`src/dcache_pkg.sv`:
```
package dcache_pkg;

    // address split: tag | index | offset
    localparam int ADDR_W   = 32;
    localparam int TAG_W    = 20;
    localparam int INDEX_W  = 8;
    localparam int OFFSET_W = 4;  // bits 3:2 pick the word

    localparam int NSET = 256;
    localparam int NWAY = 2;

    localparam int WORD_W = 32;
    localparam int STRB_W = 4;

    localparam int LINE_W         = 128;
    localparam int LINE_STRB_W    = 16;
    localparam int WORDS_PER_LINE = 4;

    // valid bit sits above the tag
    localparam int TAG_ENTRY_W = TAG_W + 1;

    // one cache line, raw or split into words
    typedef union packed {
        logic [LINE_W-1:0]                     bits;
        logic [WORDS_PER_LINE-1:0][WORD_W-1:0] words;
    } line_u;

    // controller states
    localparam int STATE_W = 3;

    localparam logic [STATE_W-1:0] ST_CLEAR     = 3'd0;  // invalidate sweep
    localparam logic [STATE_W-1:0] ST_IDLE      = 3'd1;
    localparam logic [STATE_W-1:0] ST_LOOKUP    = 3'd2;
    localparam logic [STATE_W-1:0] ST_READ_REQ  = 3'd3;
    localparam logic [STATE_W-1:0] ST_READ_WAIT = 3'd4;
    localparam logic [STATE_W-1:0] ST_WRITE_REQ = 3'd5;

endpackage
```
`src/dcache_ctrl.sv`:
```
`timescale 1ns/1ps

module dcache_ctrl (
    input  logic                               clk,
    input  logic                               rst,
    input  logic                               req_valid,
    input  logic                               req_write,
    input  logic [dcache_pkg::ADDR_W-1:0]      req_addr,
    input  logic [dcache_pkg::WORD_W-1:0]      req_wdata,
    input  logic [dcache_pkg::STRB_W-1:0]      req_wstrb,
    output logic                               req_ready,
    output logic                               resp_valid,
    output logic [dcache_pkg::WORD_W-1:0]      resp_rdata,
    input  logic                               hit,
    input  logic [dcache_pkg::WORD_W-1:0]      hit_word,
    output logic                               lookup_valid,
    output logic                               clear_en,
    output logic [dcache_pkg::INDEX_W-1:0]     clear_index,
    output logic                               refill_en,
    output logic                               refill_way,
    output dcache_pkg::line_u                  refill_line,
    output logic                               store_en,
    output logic [dcache_pkg::WORD_W-1:0]      store_wdata,
    output logic [dcache_pkg::STRB_W-1:0]      store_wstrb,
    output logic                               mem_rd_valid,
    output logic [dcache_pkg::ADDR_W-1:0]      mem_rd_addr,
    input  logic                               mem_rd_ready,
    input  logic                               mem_ret_valid,
    input  logic [dcache_pkg::LINE_W-1:0]      mem_ret_data,
    output logic                               mem_wr_valid,
    output logic [dcache_pkg::ADDR_W-1:0]      mem_wr_addr,
    output logic [dcache_pkg::LINE_W-1:0]      mem_wr_data,
    output logic [dcache_pkg::LINE_STRB_W-1:0] mem_wr_strb,
    input  logic                               mem_wr_ready
);
    import dcache_pkg::*;

    logic [STATE_W-1:0]                state;
    logic [STATE_W-1:0]                state_nxt;
    logic [INDEX_W-1:0]                clear_cnt;
    logic [15:0]                       lfsr;
    logic                              write_q;
    logic [ADDR_W-1:0]                 addr_q;
    logic [WORD_W-1:0]                 wdata_q;
    logic [STRB_W-1:0]                 wstrb_q;
    logic [$clog2(WORDS_PER_LINE)-1:0] wsel;
    line_u                             wr_line;

    assign req_ready    = (state == ST_IDLE);
    assign lookup_valid = req_valid && req_ready;
    assign wsel         = addr_q[OFFSET_W-1:2];

    always_ff @(posedge clk) begin
        if (rst) begin
            state <= ST_CLEAR;
        end else begin
            state <= state_nxt;
        end
    end

    always_ff @(posedge clk) begin
        if (rst) begin
            clear_cnt <= '0;
        end else if (clear_en) begin
            clear_cnt <= clear_cnt + 1'b1;
        end
    end

    // x^16 + x^14 + x^13 + x^11, free running
    always_ff @(posedge clk) begin
        if (rst) begin
            lfsr <= 16'hace1;
        end else begin
            lfsr <= {lfsr[14:0], lfsr[15] ^ lfsr[13] ^ lfsr[12] ^ lfsr[10]};
        end
    end

    always_ff @(posedge clk) begin
        if (lookup_valid) begin
            write_q <= req_write;
            addr_q  <= req_addr;
            wdata_q <= req_wdata;
            wstrb_q <= req_wstrb;
        end
    end

    always_comb begin
        state_nxt = state;
        case (state)
            ST_CLEAR: begin
                if (clear_cnt == INDEX_W'(NSET - 1)) begin
                    state_nxt = ST_IDLE;
                end
            end
            ST_IDLE: begin
                if (req_valid) begin
                    state_nxt = ST_LOOKUP;
                end
            end
            ST_LOOKUP: begin
                if (write_q) begin
                    state_nxt = ST_WRITE_REQ;  // write-through, hit or not
                end else if (hit) begin
                    state_nxt = ST_IDLE;
                end else begin
                    state_nxt = ST_READ_REQ;
                end
            end
            ST_READ_REQ: begin
                if (mem_rd_ready) begin
                    state_nxt = ST_READ_WAIT;
                end
            end
            ST_READ_WAIT: begin
                if (mem_ret_valid) begin
                    state_nxt = ST_IDLE;
                end
            end
            ST_WRITE_REQ: begin
                if (mem_wr_ready) begin
                    state_nxt = ST_IDLE;
                end
            end
            default: begin
                state_nxt = ST_IDLE;
            end
        endcase
    end

    assign clear_en    = (state == ST_CLEAR);
    assign clear_index = clear_cnt;

    assign refill_en   = (state == ST_READ_WAIT) && mem_ret_valid;
    assign refill_way  = lfsr[0];  // random victim
    assign refill_line = line_u'(mem_ret_data);

    assign store_en    = (state == ST_WRITE_REQ) && mem_wr_ready;
    assign store_wdata = wdata_q;
    assign store_wstrb = wstrb_q;

    // line read, aligned
    assign mem_rd_valid = (state == ST_READ_REQ);
    assign mem_rd_addr  = {addr_q[ADDR_W-1:OFFSET_W], {OFFSET_W{1'b0}}};

    always_comb begin
        wr_line             = '0;
        wr_line.words[wsel] = wdata_q;  // word in its lane
    end

    assign mem_wr_valid = (state == ST_WRITE_REQ);
    assign mem_wr_addr  = addr_q;
    assign mem_wr_data  = wr_line.bits;
    assign mem_wr_strb  = LINE_STRB_W'(wstrb_q) << (wsel * STRB_W);

    always_comb begin
        resp_valid = 1'b0;
        resp_rdata = '0;
        case (state)
            ST_LOOKUP: begin
                if (!write_q && hit) begin
                    resp_valid = 1'b1;
                    resp_rdata = hit_word;
                end
            end
            ST_READ_WAIT: begin
                if (mem_ret_valid) begin
                    resp_valid = 1'b1;
                    resp_rdata = refill_line.words[wsel];  // bypass the refill
                end
            end
            ST_WRITE_REQ: begin
                resp_valid = mem_wr_ready;
            end
            default: begin
                resp_valid = 1'b0;
            end
        endcase
    end

    // idle again right after the response
    a_resp_when_busy: assert property (@(posedge clk) disable iff (rst)
        resp_valid |-> !req_ready ##1 req_ready);

    a_rd_hold: assert property (@(posedge clk) disable iff (rst)
        mem_rd_valid && !mem_rd_ready |=> mem_rd_valid && $stable(mem_rd_addr));

    a_wr_hold: assert property (@(posedge clk) disable iff (rst)
        mem_wr_valid && !mem_wr_ready |=> mem_wr_valid && $stable(mem_wr_addr)
            && $stable(mem_wr_data) && $stable(mem_wr_strb));

endmodule

```
`config.mk`:
```
export PLATFORM = sky130hd
export DESIGN_NAME = dcache_ctrl
export DESIGN_NICKNAME = d
export VERILOG_FILES = /design/src/dcache_pkg.sv /design/src/dcache_ctrl.sv
export SDC_FILE = /design/constraint.sdc
export NUM_CORES = 1
export LEC_CHECK = 0
export CORE_AREA = 2 2 258 260
export DETAILED_ROUTE_END_ITERATION = 8
export DIE_AREA = 0 0 260 262
export DONT_BUFFER_PORTS = 1
export GPL_TIMING_DRIVEN = 0
export PLACE_DENSITY = 0.3
export SLEW_MARGIN = 20
export SYNTH_ARGS = -nofsm -noshare
export SYNTH_HDL_FRONTEND = slang
export SYNTH_SLANG_ARGS = --single-unit
```
`constraint.sdc`:
```
create_clock -name clk -period 2.8 [get_ports clk]
set_input_delay 0.28 -clock clk [delete_from_list [all_inputs] [get_ports clk]]
set_output_delay 0.28 -clock clk [all_outputs]
set_load 0.05 [all_outputs]
```
Yosys cells after proc, flatten, opt, wreduce, memory -nomap -nowiden
Cells that the tools add are included.
{"block": "classes", "shift": 1, "n_reduce_logical": 8, "n_eq_ne": 11, "n_lt_le_gt_ge": 2, "bitwise_logic": 4, "n_addsub": 1, "mux": 18}
{"cell": "$and A128 B128 Y128", "n": 1}
{"cell": "$mux W32", "n": 4}
{"cell": "$bmux W32 S2", "n": 1}
{"cell": "$demux W32 S2", "n": 1}
{"cell": "$pmux W32 S2", "n": 1}
{"cell": "$mux W3", "n": 6}
{"cell": "$pmux W3 S6", "n": 1}
{"cell": "$shl A4 B4 Y16", "n": 1}
{"cell": "$add A8 B1 Y8 const B", "n": 1}
{"cell": "$eq A8 B8 Y1 const B", "n": 1}
{"cell": "$eq A3 B2 Y1 const B", "n": 2}
{"cell": "$eq A3 B3 Y1 const B", "n": 2}
{"cell": "$ne A2 B1 Y1 const B", "n": 3}
{"cell": "$logic_and A1 B1 Y1", "n": 5}
{"cell": "$reduce_and A5 Y1", "n": 1}
{"cell": "$ne A2 B2 Y1 const B", "n": 2}
{"cell": "$eq A3 B1 Y1 const B", "n": 1}
{"cell": "$logic_not A3 Y1", "n": 1}
{"cell": "$lt A2 B3 Y1 const B", "n": 1}
{"cell": "$pmux W1 S3", "n": 1}
{"cell": "$xor A1 B1 Y1", "n": 3}
{"cell": "$ge A2 B1 Y1 const B", "n": 1}
{"cell": "$mux W1", "n": 2}
{"cell": "$mux W2", "n": 1}
{"cell": "$logic_not A1 Y1", "n": 1}
{"block": "word_totals", "output_inout_bits": 421, "word_cells": 52, "reg_bits": 96}

Depth between registers and ports, before layout
{"block": "logic_depth", "word_depth": 5, "depth_mapped": 6}

Worst setup path before layout
Ideal clock, no wire load.
{"block": "synth_path", "kind": "reg2reg", "startpoint": "register state[0]", "endpoint": "register addr_q[0], in the netlist mem_wr_addr[0], enable pin", "stages_incl_launch_ff": 4, "arrival_ns": 3.823, "path_buffers": 1, "synth_period_minus_slack_ns": 4.274, "slack_ns": -1.474, "required_time_ns": 2.350, "path_cell_list": "dfxtp_1 > buf_2 > nor3b_1 > and2_1"}
{"block": "synth_via", "elab_chain_cells": 2}
{"item": "start: declaration", "line_no": "dcache_ctrl.sv:38", "source": "logic [STATE_W-1:0] state;"}
{"item": "start signal: assignment", "line_no": "dcache_ctrl.sv:57", "source": "state <= state_nxt;"}
{"item": "$eq A3 B1 Y1", "line_no": "dcache_ctrl.sv:49", "source": "assign req_ready = (state == ST_IDLE);"}
{"item": "named net req_ready", "line_no": "dcache_ctrl.sv:11", "source": "output logic req_ready,"}
{"item": "$logic_and A1 B1 Y1", "line_no": "dcache_ctrl.sv:50", "source": "assign lookup_valid = req_valid && req_ready;"}
{"item": "named net lookup_valid", "line_no": "dcache_ctrl.sv:16", "source": "output logic lookup_valid,"}
{"item": "end signal: assignment", "line_no": "dcache_ctrl.sv:81", "source": "addr_q <= req_addr;"}
{"item": "end: declaration", "line_no": "dcache_ctrl.sv:43", "source": "logic [ADDR_W-1:0] addr_q;"}
The timed path passes the listed nets, and every way through them passes these cells.
A chain may end at the register's enable or synchronous reset.

Final worst setup path
{"block": "layout_path", "startpoint": "register addr_q[2], in the netlist mem_wr_addr[2]", "endpoint": "output resp_rdata[6] (netlist bit)"}
{"block": "layout_via", "elab_chain_cells": 4}
{"item": "$bmux W32 S2", "line_no": "dcache_ctrl.sv:168", "source": "resp_rdata = refill_line.words[wsel];"}
{"item": "$mux W32 (implied by the code)", "line_no": "dcache_ctrl.sv:168"}
{"item": "$mux W32", "line_no": "dcache_ctrl.sv:166", "source": "if (mem_ret_valid) begin"}
{"item": "$pmux W32 S2", "line_no": "dcache_ctrl.sv:158", "source": "case (state)"}
{"item": "end: declaration", "line_no": "dcache_ctrl.sv:13", "source": "output logic [dcache_pkg::WORD_W-1:0] resp_rdata,"}
No other way between the ends. The select of a mux whose other input is x is not followed.

==> impl_metrics.toml <==
[outcome]
status = "finished, final reports clean"

[critical_path]
worstPathRequired_ps = 2520
path_cells = "buf_12 > buf_12 > mux4_2 > a22o_4"
critPathMaxFanout = 11
r2r_end = "store_wstrb[2]$_DFFE_PP_"
cp_slowest_cell = "edfxtp_1"
ff2ff_path_depth = 4
reg2reg_slack_ps = 180
startpoint_type = "flip-flop"
crit_family = "flip-flops"
path_common_cell = "buf_12"
worst-setup-path-type = "reg -> out"
cp.arrival_ps = 2480
slowest_delay_ps = 800
reg2reg_from = "state[0]$_SDFFE_PP0P_"
cp-end-kind = "output pin"
crit_buf_inv = 2

[timing]
worst_clock_skew_ps = 5.07
hold_viol = 0
tightest_slew_ps = 896
fin_crit_ps = 2760
slew_violations = 0
rsz0062_at_grt = "yes"
period_share_pct = 98.7
fin_ws_ps = 36.2
relSlewSlack_pct = 40.3
setup_violations = 0
hold_ws_ps = 164
max_freq_mhz = 362

[pwr]
netSwitchingFraction_pct = 48.1
intPower_uw = 3050
power_density_nw_per_um2 = 617
combPwrFrac_pct = 39.7
p_seq_share_pct = 38.8
peakVddDrop_uv = 241
switchingPower_uw = 2830
leakage_uw = 0.00367
clkPwrFrac_pct = 21.5

[synthesis]
yosys_most_used_dff = "edfxtp_1"
post-synth-top-area-cell = "edfxtp_1"
synthTopCellsByArea = "edfxtp_1 32%, buf_4 19%, mux4_2 11%"
ys_types = 40
synth_enable_flop_cells = 69
ys_seq_area_share_pct = 40.7
yosysMostFrequentCell = "buf_4"
synth_top_cells_by_count = "161 x buf_4, 111 x and2_1, 69 x edfxtp_1"
syn_area_per_cell_um2 = 11.0
synth_top_area_share_pct = 32.3
synth-async-reset-ratio_pct = 0
synth_seq_cells = 96
netlist_instances = 585
netlist_area_um2 = 6420
yosys_warnings = 0

[global_routing]
grt_max_degree = 41
gr-usage-all-layers_pct = 9.62
grt_pass1_wl_mm = 44.5
grt_overflow = 0
antenna_found_initial = 2
grt_pass1_vias = 5183

[hold_path]
holdPathEnd = "state[1]$_SDFFE_PP0P_"
hold_depth = 3
min_from = "hit"
hold_path.class = "in -> reg"

[drt]
avgViaCountPerCell = 3.26
wirelength_mm = 35.7
dr.first_iter.drc_count = 202
first_pass_iters = 4
vias = 5067
drc = 0
avgRoutedWirePerCell_um = 23.0
detail-route-antenna-nets = 0

[clock_network]
htreeDepth = 3
cts_tree = "built"
insertion_delay_ps = 370
numCtsBuffers = 9
cts_max_path_buffers = 2
clock_sinks = 96
clockRootBuffer = "clkbuf_16"
clk_pin_slew_worst_paths_ps = 80

[finish]
final_nets = 919
area_growth_pct = 48.4
drive_gt1_share_pct = 62.7

[placed_design]
gp_congestion = 0.754
port-buffer-count = 0
dp_slack_ps = -1080
dpl.hpwl_mm = 29.6

[floorplanning]
placementRows = 94
coreArea_um2 = 65300
io_pins = 657
start_util_pct = 9.83
die_y_um = 262
die_w_um = 260
die_area_um2 = 68100

[run]
maxCapViolCount = 0
==> per-stage QoR <==
step	setup TNS (ps)	util (%)	instance area [um2]	std cells	total power (uW)
after floorplan	0	-	6430	588	4000
after detailed placement	-105280	11.6	7540	1453	4320
after global routing	-2930	14.6	9520	1551	6110
after CTS	-1130	14.4	9420	1551	5940
after global placement	-134580	11.5	7520	1452	4330
final	0	14.6	9520	1552	5870
==> power groups by stage <==
stage | Sequential (uW) | Clock, uW | Combinational (uW)
after floorplan | 2210 | 0 | 1780
after global placement | 2310 | 0 | 2020
after detailed placement | 2300 | 0 | 2020
after CTS | 2280 | 1340 | 2320
after global routing | 2300 | 1380 | 2430
final | 2280 | 1260 | 2330
==> cells by family after synthesis <==
family | Yosys count | share of synthesized area, %
other | 1 | 0.0584
AO/OA/AOI/OAI | 43 | 5.42
XOR/XNOR | 8 | 1.09
multiplexers | 34 | 11.5
buffers and inverters | 200 | 21.5
adder cells (fa/ha/maj) | 1 | 0.195
AND/OR/NAND/NOR | 202 | 19.5
flip-flops | 96 | 40.7
==> registers in the layout (all words and copies together), names as in the netlist <==
signal	flops
mem_wr_addr	32
store_wdata	32
lfsr	16
clear_index	8
store_wstrb	4
state	3
write_q	1
==> placed cells by master, fill, tap and decap left out, types with 9 or more instances in the layout <==
| master | instances |
|---|---|
| a22o_4 | 32 |
| and2_1 | 14 |
| and2_2 | 14 |
| and2_4 | 83 |
| and3_4 | 30 |
| buf_4 | 168 |
| clkbuf_16 | 11 |
| clkbuf_4 | 11 |
| dfxtp_1 | 27 |
| dlygate4sd3_1 | 69 |
| edfxtp_1 | 69 |
| mux4_2 | 32 |
| nor2b_1 | 9 |
==> cell type report <==
| type | instances | area (um2) |
|---|---|---|
| timing repair buffer | 82 | 863 |
| clock inverter | 7 | 58.8 |
| antenna | 1 | 2.50 |
| clock buffer | 9 | 225 |
| multi-input combinational | 293 | 3130 |
| buffer | 198 | 1540 |
| tap | 864 | 1080 |
| sequential | 96 | 2610 |
| fill | 7267 | 55800 |
| inverter | 2 | 12.5 |
==> worst register-to-register path, cell delays in order (launching register included) <==
cell and delay, ps:
dfxtp_1 380, buf_2 230, nor3b_4 610, and2_4 670, buf_12 360
==> metal layers <==
layer	routed length (um)	up-vias	global-route usage, %
met4	1000	4	3.56
li1	-	2083	-
met5	18	-	0
met3	3030	39	2.64
met1	12900	2537	10.5
met2	18700	404	17.7
==> what timing repair did <==
action,4_1_cts,5_1_grt
gates resized for setup,330,55
hold buffers,69,0
pin swaps,5,2
gates cloned,2,1
setup buffers,11,0
endpoints found under the setup margin,217,125
endpoints found under the hold margin,69,0
==> worst max path at each step <==
| stage | from | endpoint | slack [ps] | cells past startpoint |
|---|---|---|---|---|
| 5_1_grt | mem_wr_addr[2]$_DFFE_PP_ | resp_rdata[6] | -100 | 4 |
| 4_1_cts | mem_wr_addr[2]$_DFFE_PP_ | resp_rdata[11] | -80 | 4 |
| 6_report | mem_wr_addr[2]$_DFFE_PP_ | resp_rdata[6] | 40 | 4 |
| 3_3_place_gp | mem_wr_addr[2]$_DFFE_PP_ | mem_wr_strb[1] | -1380 | 5 |
| 3_5_place_dp | mem_wr_addr[2]$_DFFE_PP_ | mem_wr_strb[1] | -1080 | 5 |
| 2_1_floorplan | state[0]$_SDFFE_PP0P_ | mem_wr_addr[0]$_DFFE_PP_ | 380 | 3 |
Power figures use the tool's default switching activity.
